**src/include/fe_consts.svh**
```systemverilog
`ifndef FE_CONSTS_SVH
`define FE_CONSTS_SVH

// Instruction words delivered by one fetch transfer
`define FE_IF_WIDTH 2

// Issue slots presented to the backend
`define FE_ID_WIDTH 2

// Number of instruction buffer entries as a power of two
`define FE_IBUF_DEPTH 8

// First fetch address out of reset
`define FE_RESET_PC 32'h0000_1000

// Byte stride of one instruction word
`define FE_INSTR_BYTES 4

`endif

```
**src/logic/fe_pkg.sv**
```systemverilog
package fe_pkg;

    // Register form with the R-type field layout
    typedef struct packed {
        logic [6:0] funct7;
        logic [4:0] rs2;
        logic [4:0] rs1;
        logic [2:0] funct3;
        logic [4:0] rd;
        logic [6:0] opcode;
    } instr_rform_t;

    // Immediate form with the I-type field layout
    typedef struct packed {
        logic [11:0] imm12;
        logic [4:0]  rs1;
        logic [2:0]  funct3;
        logic [4:0]  rd;
        logic [6:0]  opcode;
    } instr_iform_t;

    // One 32-bit instruction word in either decoding
    typedef union packed {
        instr_rform_t rform;
        instr_iform_t iform;
    } instr_word_u;

endpackage

```
**src/logic/fetch_ctrl_fsm.sv**
```systemverilog
`timescale 1ns/1ps

module fetch_ctrl_fsm (
    input  logic clk,
    input  logic rst_n,
    input  logic redirect_i,
    input  logic space_ok_i,
    input  logic fetch_ready_i,
    output logic fetch_valid_o,
    output logic fetch_fire_o,
    output logic load_redirect_o,
    output logic flush_o
);

    localparam logic [1:0] ST_IDLE     = 2'd0;
    localparam logic [1:0] ST_FETCH    = 2'd1;
    localparam logic [1:0] ST_HOLD     = 2'd2;
    localparam logic [1:0] ST_REDIRECT = 2'd3;

    logic [1:0] state_q;
    logic [1:0] state_d;

    // Next state
    always_comb begin
        state_d = state_q;
        if (redirect_i) begin
            state_d = ST_REDIRECT;
        end else begin
            case (state_q)
                ST_IDLE: begin
                    state_d = ST_FETCH;
                end
                ST_FETCH: begin
                    if (!space_ok_i) begin
                        state_d = ST_HOLD;
                    end
                end
                ST_HOLD: begin
                    if (space_ok_i) begin
                        state_d = ST_FETCH;
                    end
                end
                ST_REDIRECT: begin
                    state_d = ST_FETCH;
                end
                default: begin
                    state_d = ST_IDLE;
                end
            endcase
        end
    end

    always_ff @(posedge clk or negedge rst_n) begin
        if (!rst_n) begin
            state_q <= ST_IDLE;
        end else begin
            state_q <= state_d;
        end
    end

    // Request only while room for a full group is known
    assign fetch_valid_o = (state_q == ST_FETCH) && space_ok_i;

    // A transfer in the redirect cycle is dropped
    assign fetch_fire_o = fetch_valid_o && fetch_ready_i && !redirect_i;

    // Same strobe flushes the buffer and reloads the PC
    assign load_redirect_o = redirect_i;
    assign flush_o         = redirect_i;

endmodule

```
**src/logic/fetch_pc_counter.sv**
```systemverilog
`timescale 1ns/1ps
`include "fe_consts.svh"

module fetch_pc_counter (
    input  logic        clk,
    input  logic        rst_n,
    input  logic        fetch_fire_i,
    input  logic        load_redirect_i,
    input  logic [31:0] redirect_pc_i,
    output logic [31:0] pc_o
);

    // Bytes covered by one fetched group
    localparam logic [31:0] FETCH_STRIDE = 32'(`FE_IF_WIDTH * `FE_INSTR_BYTES);

    logic [31:0] pc_q;
    logic [31:0] pc_d;

    // Redirect wins over a normal advance
    always_comb begin
        pc_d = pc_q;
        if (load_redirect_i) begin
            pc_d = redirect_pc_i;
        end else if (fetch_fire_i) begin
            pc_d = pc_q + FETCH_STRIDE;
        end
    end

    always_ff @(posedge clk or negedge rst_n) begin
        if (!rst_n) begin
            pc_q <= `FE_RESET_PC;
        end else begin
            pc_q <= pc_d;
        end
    end

    assign pc_o = pc_q;

endmodule

```
**src/logic/frontend_top.sv**
```systemverilog
`timescale 1ns/1ps
`include "fe_consts.svh"

module frontend_top
    import fe_pkg::*;
(
    input  logic                                 clk,
    input  logic                                 rst_n,
    input  logic                                 fetch_ready_i,
    input  instr_word_u [`FE_IF_WIDTH-1:0]       fetch_data_i,
    input  logic        [`FE_ID_WIDTH-1:0]       issue_accept_i,
    input  logic                                 redirect_i,
    input  logic        [31:0]                   redirect_pc_i,
    output logic                                 fetch_valid_o,
    output logic        [31:0]                   fetch_pc_o,
    output logic        [`FE_ID_WIDTH-1:0]       issue_valid_o,
    output logic        [`FE_ID_WIDTH-1:0][31:0] issue_pc_o,
    output instr_word_u [`FE_ID_WIDTH-1:0]       issue_instr_o,
    output logic        [`FE_ID_WIDTH-1:0][4:0]  issue_rd_o,
    output logic        [`FE_ID_WIDTH-1:0][4:0]  issue_rs1_o,
    output logic        [`FE_ID_WIDTH-1:0][4:0]  issue_rs2_o,
    output logic        [`FE_ID_WIDTH-1:0]       issue_uses_imm_o,
    output logic        [`FE_ID_WIDTH-1:0][31:0] issue_imm_o
);

    logic fetch_fire;
    logic load_redirect;
    logic flush;
    logic space_ok;

    fetch_pc_counter u_pc (
        .clk             (clk),
        .rst_n           (rst_n),
        .fetch_fire_i    (fetch_fire),
        .load_redirect_i (load_redirect),
        .redirect_pc_i   (redirect_pc_i),
        .pc_o            (fetch_pc_o)
    );

    fetch_ctrl_fsm u_ctrl (
        .clk             (clk),
        .rst_n           (rst_n),
        .redirect_i      (redirect_i),
        .space_ok_i      (space_ok),
        .fetch_ready_i   (fetch_ready_i),
        .fetch_valid_o   (fetch_valid_o),
        .fetch_fire_o    (fetch_fire),
        .load_redirect_o (load_redirect),
        .flush_o         (flush)
    );

    // Fetched group lands in the buffer on a transfer
    instr_buffer u_ibuf (
        .clk          (clk),
        .rst_n        (rst_n),
        .flush_i      (flush),
        .write_i      (fetch_fire),
        .write_pc_i   (fetch_pc_o),
        .write_data_i (fetch_data_i),
        .accept_i     (issue_accept_i),
        .space_ok_o   (space_ok),
        .head_valid_o (issue_valid_o),
        .head_pc_o    (issue_pc_o),
        .head_instr_o (issue_instr_o)
    );

    instr_predecode u_predec (
        .instr_i    (issue_instr_o),
        .rd_o       (issue_rd_o),
        .rs1_o      (issue_rs1_o),
        .rs2_o      (issue_rs2_o),
        .uses_imm_o (issue_uses_imm_o),
        .imm_o      (issue_imm_o)
    );

endmodule

```
**src/logic/instr_buffer.sv**
```systemverilog
`timescale 1ns/1ps
`include "fe_consts.svh"

module instr_buffer
    import fe_pkg::*;
(
    input  logic                           clk,
    input  logic                           rst_n,
    input  logic                           flush_i,
    input  logic                           write_i,
    input  logic [31:0]                    write_pc_i,
    input  instr_word_u [`FE_IF_WIDTH-1:0] write_data_i,
    input  logic [`FE_ID_WIDTH-1:0]        accept_i,
    output logic                           space_ok_o,
    output logic [`FE_ID_WIDTH-1:0]        head_valid_o,
    output logic [`FE_ID_WIDTH-1:0][31:0]  head_pc_o,
    output instr_word_u [`FE_ID_WIDTH-1:0] head_instr_o
);

    localparam int PTR_W = $clog2(`FE_IBUF_DEPTH);
    localparam int CNT_W = PTR_W + 1;

    localparam logic [CNT_W-1:0] DEPTH_C    = CNT_W'(`FE_IBUF_DEPTH);
    localparam logic [CNT_W-1:0] IF_WIDTH_C = CNT_W'(`FE_IF_WIDTH);

    // Entry storage with one PC per word
    logic [31:0] pc_mem    [`FE_IBUF_DEPTH];
    instr_word_u instr_mem [`FE_IBUF_DEPTH];

    logic [PTR_W-1:0] rd_ptr_q;
    logic [PTR_W-1:0] wr_ptr_q;
    logic [CNT_W-1:0] count_q;

    logic [`FE_ID_WIDTH-1:0] accept_eff;
    logic [CNT_W-1:0]        pop_num;
    logic [CNT_W-1:0]        push_num;
    logic [CNT_W-1:0]        free_num;

    // Only entries that are present can leave
    assign accept_eff = accept_i & head_valid_o;

    // Number of entries leaving this cycle
    always_comb begin
        pop_num = '0;
        for (int j = 0; j < `FE_ID_WIDTH; j++) begin
            pop_num = pop_num + CNT_W'(accept_eff[j]);
        end
    end

    assign push_num = write_i ? IF_WIDTH_C : '0;

    // Free space from the current occupancy only
    assign free_num   = DEPTH_C - count_q;
    assign space_ok_o = (free_num >= IF_WIDTH_C);

    // Pointer and occupancy control
    always_ff @(posedge clk or negedge rst_n) begin
        if (!rst_n) begin
            rd_ptr_q <= '0;
            wr_ptr_q <= '0;
            count_q  <= '0;
        end else if (flush_i) begin
            rd_ptr_q <= '0;
            wr_ptr_q <= '0;
            count_q  <= '0;
        end else begin
            rd_ptr_q <= rd_ptr_q + pop_num[PTR_W-1:0];
            wr_ptr_q <= wr_ptr_q + push_num[PTR_W-1:0];
            count_q  <= count_q + push_num - pop_num;
        end
    end

    // Write slots wrap around the ring
    logic [PTR_W-1:0] wr_idx [`FE_IF_WIDTH];
    logic [31:0]      wr_pc  [`FE_IF_WIDTH];

    for (genvar k = 0; k < `FE_IF_WIDTH; k++) begin : g_wr_slot
        assign wr_idx[k] = wr_ptr_q + PTR_W'(k);
        assign wr_pc[k]  = write_pc_i + 32'(k * `FE_INSTR_BYTES);
    end

    always_ff @(posedge clk) begin
        if (write_i && !flush_i) begin
            for (int k = 0; k < `FE_IF_WIDTH; k++) begin
                pc_mem[wr_idx[k]]    <= wr_pc[k];
                instr_mem[wr_idx[k]] <= write_data_i[k];
            end
        end
    end

    // Head slots come straight from the stored entries
    for (genvar j = 0; j < `FE_ID_WIDTH; j++) begin : g_head_slot
        logic [PTR_W-1:0] rd_idx;

        assign rd_idx          = rd_ptr_q + PTR_W'(j);
        assign head_valid_o[j] = (count_q > CNT_W'(j));
        assign head_pc_o[j]    = pc_mem[rd_idx];
        assign head_instr_o[j] = instr_mem[rd_idx];
    end

endmodule

```
**src/logic/instr_predecode.sv**
```systemverilog
`timescale 1ns/1ps
`include "fe_consts.svh"

module instr_predecode
    import fe_pkg::*;
(
    input  instr_word_u [`FE_ID_WIDTH-1:0]       instr_i,
    output logic        [`FE_ID_WIDTH-1:0][4:0]  rd_o,
    output logic        [`FE_ID_WIDTH-1:0][4:0]  rs1_o,
    output logic        [`FE_ID_WIDTH-1:0][4:0]  rs2_o,
    output logic        [`FE_ID_WIDTH-1:0]       uses_imm_o,
    output logic        [`FE_ID_WIDTH-1:0][31:0] imm_o
);

    // Opcodes carrying a 12-bit I-type immediate
    localparam logic [6:0] OPC_OP_IMM = 7'b0010011;
    localparam logic [6:0] OPC_LOAD   = 7'b0000011;

    for (genvar j = 0; j < `FE_ID_WIDTH; j++) begin : g_slot
        instr_rform_t rf;
        instr_iform_t itf;
        logic         is_imm;

        // Both views of the same word
        assign rf  = instr_i[j].rform;
        assign itf = instr_i[j].iform;

        assign rd_o[j]  = rf.rd;
        assign rs1_o[j] = rf.rs1;
        assign rs2_o[j] = rf.rs2;

        assign is_imm = (itf.opcode == OPC_OP_IMM) || (itf.opcode == OPC_LOAD);

        assign uses_imm_o[j] = is_imm;

        // Sign-extended imm12 or zero for other opcodes
        assign imm_o[j] = is_imm ? {{20{itf.imm12[11]}}, itf.imm12} : 32'd0;
    end

endmodule
```
**config.mk**
```make
export PLATFORM = sky130hd
export DESIGN_NAME = frontend_top
export DESIGN_NICKNAME = d
export VERILOG_FILES = /design/src/logic/fe_pkg.sv /design/src/logic/fetch_ctrl_fsm.sv /design/src/logic/fetch_pc_counter.sv /design/src/logic/frontend_top.sv /design/src/logic/instr_buffer.sv /design/src/logic/instr_predecode.sv
export VERILOG_INCLUDE_DIRS = /design/src /design/src/include
export SDC_FILE = /design/constraint.sdc
export NUM_CORES = 1
export LEC_CHECK = 0
export ABC_CLOCK_PERIOD_IN_PS = 4450
export BUFFER_PORTS_ARGS = -buffer_cell sky130_fd_sc_hd__buf_2
export CORE_ASPECT_RATIO = 1.4
export CORE_MARGIN = 2
export CORE_UTILIZATION = 59
export DETAILED_ROUTE_END_ITERATION = 8
export HOLD_SLACK_MARGIN = 0.02
export PLACE_DENSITY = 0.81
export SKIP_CTS_REPAIR_TIMING = 1
export SYNTH_ARGS = -nofsm -noshare
export SYNTH_HDL_FRONTEND = slang
export SYNTH_SLANG_ARGS = --single-unit
```
**constraint.sdc**
```tcl
create_clock -name clk -period 4.45 [get_ports clk]
set_input_delay 0.89 -clock clk [delete_from_list [all_inputs] [get_ports clk]]
set_output_delay 0.89 -clock clk [all_outputs]
set_load 0.02 [all_outputs]
```
# ---- After elaboration in Yosys (flattened, before gate mapping)
# Memories as Yosys holds them, arrays and structs flattened.
# Index checks and enable logic that the tools add are counted.
dict set report word_totals {
  register_bits 44
  ram_bits 512
  inputBits 102
  out_inout_bits 259
  memories 2
}
# name words width read_ports rd_clocked_by_memory_dff write_ports line
set memory_table {}
lappend memory_table {u_ibuf.instr_mem 8 32 2 0 2 instr_buffer.sv:28} ;# instr_word_u instr_mem [`FE_IBUF_DEPTH];
lappend memory_table {u_ibuf.pc_mem 8 32 2 0 2 instr_buffer.sv:27} ;# logic [31:0] pc_mem [`FE_IBUF_DEPTH];
dict set report op_classes {
  addsub 10
  n_lt_le_gt_ge 3
  eq_ne 9
  muxes 14
  n_bitwise 1
  reduce_logical 11
}
# operator n
set ops {}
lappend ops {{2-to-1 mux 32 bit} 4}
lappend ops {{adder 32 x 3 -> 32 bit (second input constant)} 1}
lappend ops {{adder 32 x 4 -> 32 bit (second input constant)} 1}
lappend ops {{== test 7 x 2 -> 1 bit (second input constant)} 2}
lappend ops {{== test 7 x 5 -> 1 bit (second input constant)} 2}
lappend ops {{greater-than comparator 4 x 1 -> 1 bit (second input constant)} 2}
lappend ops {{2-to-1 mux 2 bit} 4}
lappend ops {{adder 3 x 1 -> 3 bit (second input constant)} 2}
lappend ops {{adder 3 bit} 2}
lappend ops {{2-to-1 mux 3 bit} 2}
lappend ops {{case mux 2 bit (3 select lines)} 1}
lappend ops {{adder 4 bit} 1}
lappend ops {{== test 2 bit (second input constant)} 2}
lappend ops {{greater-or-equal comparator 4 x 2 -> 1 bit (second input constant)} 1}
lappend ops {{logical AND 1 bit} 4}
lappend ops {{2-to-1 mux 4 bit} 1}
lappend ops {{subtractor 4 bit} 1}
lappend ops {{subtractor 4 bit (first input constant)} 1}
lappend ops {{inequality test 3 x 2 -> 1 bit (second input constant)} 1}
lappend ops {{inequality test 3 bit (second input constant)} 1}
lappend ops {{adder 1 x 1 -> 2 bit} 1}
lappend ops {{AND 2 bit} 1}
lappend ops {{== test 2 x 1 -> 1 bit (second input constant)} 1}
lappend ops {{logical NOT 2 bit} 1}
lappend ops {{other kinds (6)} 8}

# ---- Depth between registers and ports, before layout
dict set report depth {
  ltp_word 9
  depth_mapped 14
  mapped_depth_nobuf 14
}

# ---- Modules after synthesis
# From an unflattened synthesis, not the netlist that was laid out.
dict set report unflattened {
  cells_unflattened 2225
  hier_area_um2 30491.7
}
# module instances cells_per_inst area_each_um2 seq_area_each_um2
set modules_own_cells {}
lappend modules_own_cells {instr_buffer 1 1909 27812.9 15600.0}
lappend modules_own_cells {fetch_pc_counter 1 200 1799.2 802.0}
lappend modules_own_cells {instr_predecode 1 106 775.7 0.0}
lappend modules_own_cells {fetch_ctrl_fsm 1 10 103.8 50.0}

# ---- Worst setup path before layout
# Ideal clock, no wire load.
dict set report synth_path {
  path_type {register to output}
  start {register u_ibuf.rd_ptr_q[0]}
  end {output issue_imm_o[12] (netlist name)}
  t_arrival_ps 3188
  required_time_ps 3560
  path_slack_ps 372
  stages_incl_launch_ff 8
  n_path_buf 2
  path_cell_list {dfrtp_1 > buf_6 > mux4_2 > or4_1 > nor4b_1 > a31oi_1 > nor2b_1 > buf_4}
}
# item line
set synth_lines {}
lappend synth_lines {{start: declaration} instr_buffer.sv:30} ;# logic [PTR_W-1:0] rd_ptr_q;
lappend synth_lines {{start signal: assignment} instr_buffer.sv:67} ;# rd_ptr_q <= rd_ptr_q + pop_num[PTR_W-1:0];
lappend synth_lines {{end: declaration} frontend_top.sv:23} ;# output logic [`FE_ID_WIDTH-1:0][31:0] issue_imm_o

==> results.tsv <==
metric	value	unit
status	complete, but fails checks	
failing checks	setup timing	
CTS clk-pin slew, worst paths	60	ps
Synth Flop Type	edfxtp_1	
CP delay by family, top	simple AND/OR/NAND/NOR gates	
width of the chip	195	microns
Pleak	0.0123	uW
first-pass GRT wire length	117000	microns
Post-Syn Nets	2276	
Switching Share	35.6	%
Fillers	3436	
Slew Viols, Final	0	
Combinational Power Share	42.7	%
warnings from Yosys	0	
Tcrit/Tclk final	101	%
Total Routing Usage GR	29.6	%
Cells after DPL	2932	
share of layout cells above drive strength 1	37.9	%
GR Overflow Total	0	
port bufs	360	
Pre-antenna DRT Iters	5	
Die Y	272	microns
setup violators final	16	
Int Power	12000	uW
Pwr Density	550	mW/mm^2
Flop pwr share	33.8	%
post-synthesis simple-gate area fraction	9.78	%
Syn Area/Cell	14.0	sq um
Seq/Total Area, Yosys	54.5	%
CP cell instances	ha_4, buf_4, mux4_2, or4_4, nor4b_4, a31oi_4, and2b_4, buf_2	
Slew @ Worst Pin	1030	ps
Syn Inst Count	2159	
critical path depth	8	
total routed wirelength	79900	microns
Final Hold Fails	0	
hold crit path type	in -> async	
Synth Area in Compound Gates	1.32	%
I/O Pins	361	
Max Cap Viol	0	
Post-synth EDFFs	512	
WHS	204	ps
Layout area overhead	12.3	%
Bufs on Longest Clock Path	3	
Synth cell types	58	
# rows	98	
starting DRC count in detailed routing	1834	
kind of critical path	reg -> out	
worst-path fanout max	10	
DR vias	19632	
CTS Buf Count	52	
H-tree level count	2	
P_sw	6640	uW
CP Launch Type	flop	
most frequent cells in the layout	edfxtp_1 (512), nand2_1 (478), buf_2 (356), mux4_2 (239), mux2_2 (127)	
min Tclk post-route	4490	ps
initial antenna violation count	8	
asr flop ratio synth	7.75	%
Max Fclk	0.223	GHz
core area	0.0509	sq mm
Residual DRC	0	
critical path arrival	3600	ps
adder-cell share of the synthesized area	0.696	%
Clk network pwr share	23.5	%
Die Footprint	0.0531	sq mm
overall power	18700	uW
clock sinks	555	
Via density	6.43	
Slew Limit Headroom	31.0	%
final worst slack	-43.3	ps
critical path required time	3560	ps
Yosys reg bits	555	
CTS tree	built	
clk_lat worst skew	590	ps
mux contribution to synthesized area	24.2	%
CTS Root Cell	clkbuf_16	
vias in the first global route	19807	
ANT nets after route	0	
DP HPWL	49300	microns
commonest non-fill, non-tap cell in the layout	edfxtp_1	
gpl congestion	0.887	
CP peak stage delay	520	ps
CP endpoint kind	output port	
peak supply drop	0.552	mV
clk_skew	18.5	ps
Mapped Area	0.0302	sq mm
WL per Instance	26.2	microns
CP max stage cell	dfrtp_4	
largest family of logic cells by synthesized area	multiplexers	
Core Util, Final	66.7	%
Final Non-Filler Cells	3051	
largest net degree at the start of global routing	118	
RSZ-0062 raised after global routing	yes	
nets	2469	
Initial Util	59.4	%
Buf/Inv on CP	2	
Register-to-Register Path Depth	9	
Post-Synth XOR/XNOR Area	4.12	%
routing by layer:
| metal | vias up | routed length [microns] | GRT usage (%) |
|---|---|---|---|
| li1 | 8315 | - | - |
| met1 | 9897 | 26800 | 35.3 |
| met2 | 1174 | 42500 | 52.9 |
| met3 | 242 | 6640 | 4.24 |
| met4 | 4 | 3930 | 14.0 |
| met5 | - | 30 | 0 |
stage by stage:
stage / TNS (ps) / cell area (sq um) / setup WS [ps]
2_1_floorplan: 0 / 30200 / 372
3_3_place_gp: 0 / 31900 / 329
3_5_place_dp: 0 / 31900 / 252
4_1_cts: -18580 / 33600 / -376
5_1_grt: -1480 / 33900 / -82.0
6_report: -479 / 33900 / -43.3
area by class of cell:
| class | count | area, sq um | share of cell area [%] |
|---|---|---|---|
| clock buffer | 75 | 1480 | 4.36 |
| clock inverter | 22 | 196 | 0.579 |
| timing repair buffer | 427 | 2650 | 7.80 |
| inverter | 25 | 109 | 0.321 |
| multi-input combinational | 1291 | 12200 | 36.0 |
| sequential | 555 | 16500 | 48.5 |
| antenna | 6 | 15.0 | 0.0442 |
| tap | 650 | 813 | 2.40 |
sequential cells by signal, summed over array words and instances, names as in the netlist:
register / cells
u_pc.pc_o: 32
u_ibuf.pc_mem: 256
u_ibuf.instr_mem: 256
u_ibuf.wr_ptr_q: 2
u_ctrl.state_q: 2
u_ibuf.rd_ptr_q: 3
u_ibuf.count_q: 4
cell families (layout without fill, tap and decap cells):
logic type	count (synthesis)	in the layout
buffers and inverters	315	549
adders and majority gates	15	15
AOI/OAI and AO/OA	61	61
other	0	6
muxes	386	386
and+or+nand+nor	685	687
xor gates and xnor gates	142	142
DFF	555	555
final timing paths:
| kind | start | end | slack, ps |
|---|---|---|---|
| worst max-delay path | u_ibuf.rd_ptr_q[0] | issue_imm_o[56] | -40 |
| worst min-delay path | rst_n | u_pc.pc_o[27] | 200 |
| worst max register to register | u_ibuf.count_q[1] | u_ibuf.pc_mem[1][6] | 820 |
| worst min register to register | u_ibuf.wr_ptr_q[2] | u_ibuf.wr_ptr_q[2] | 630 |
| max in group asynchronous | rst_n | u_pc.pc_o[12] | 3430 |
| min in group clk | redirect_pc_i[25] | u_pc.pc_o[25] | 510 |
power groups by stage:
stage | combinational (uW) | clock, uW | sequential, uW
floorplan | 5860 | 0 | 6290
global placement | 7550 | 0 | 6380
detailed placement | 7690 | 0 | 6410
CTS | 7730 | 4420 | 6300
global route | 8380 | 4600 | 6350
finish | 7970 | 4380 | 6320
Yosys cell counts, types with 4 or more instances:
master     instances  area, sq um
a31oi_1            5         31.3
and2_1            11         68.8
buf_1             10         37.5
buf_2             54          270
buf_4             89          668
buf_6              8         90.1
clkbuf_1         128          480
clkinv_1           5         18.8
dfrtp_1           42         1050
edfxtp_1         512        15400
ha_1              12          150
inv_1             20         75.1
mux2_2           127         1430
mux4_1            20          526
mux4_2           236         5320
nand2_1          478         1790
nand3_1           18         90.1
nand4_1           15         93.8
nor2_1            96          360
nor2b_1           14         87.6
nor2b_4            8          110
nor3_1             5         25.0
nor4_1             6         37.5
o2111ai_1          4         35.0
o211ai_1          17          128
o21ai_0           23          115
or3_1              4         25.0
or4_1              9         67.6
xnor2_1           52          455
xor2_1            90          788
No activity file was read; power rests on OpenSTA's default activity.
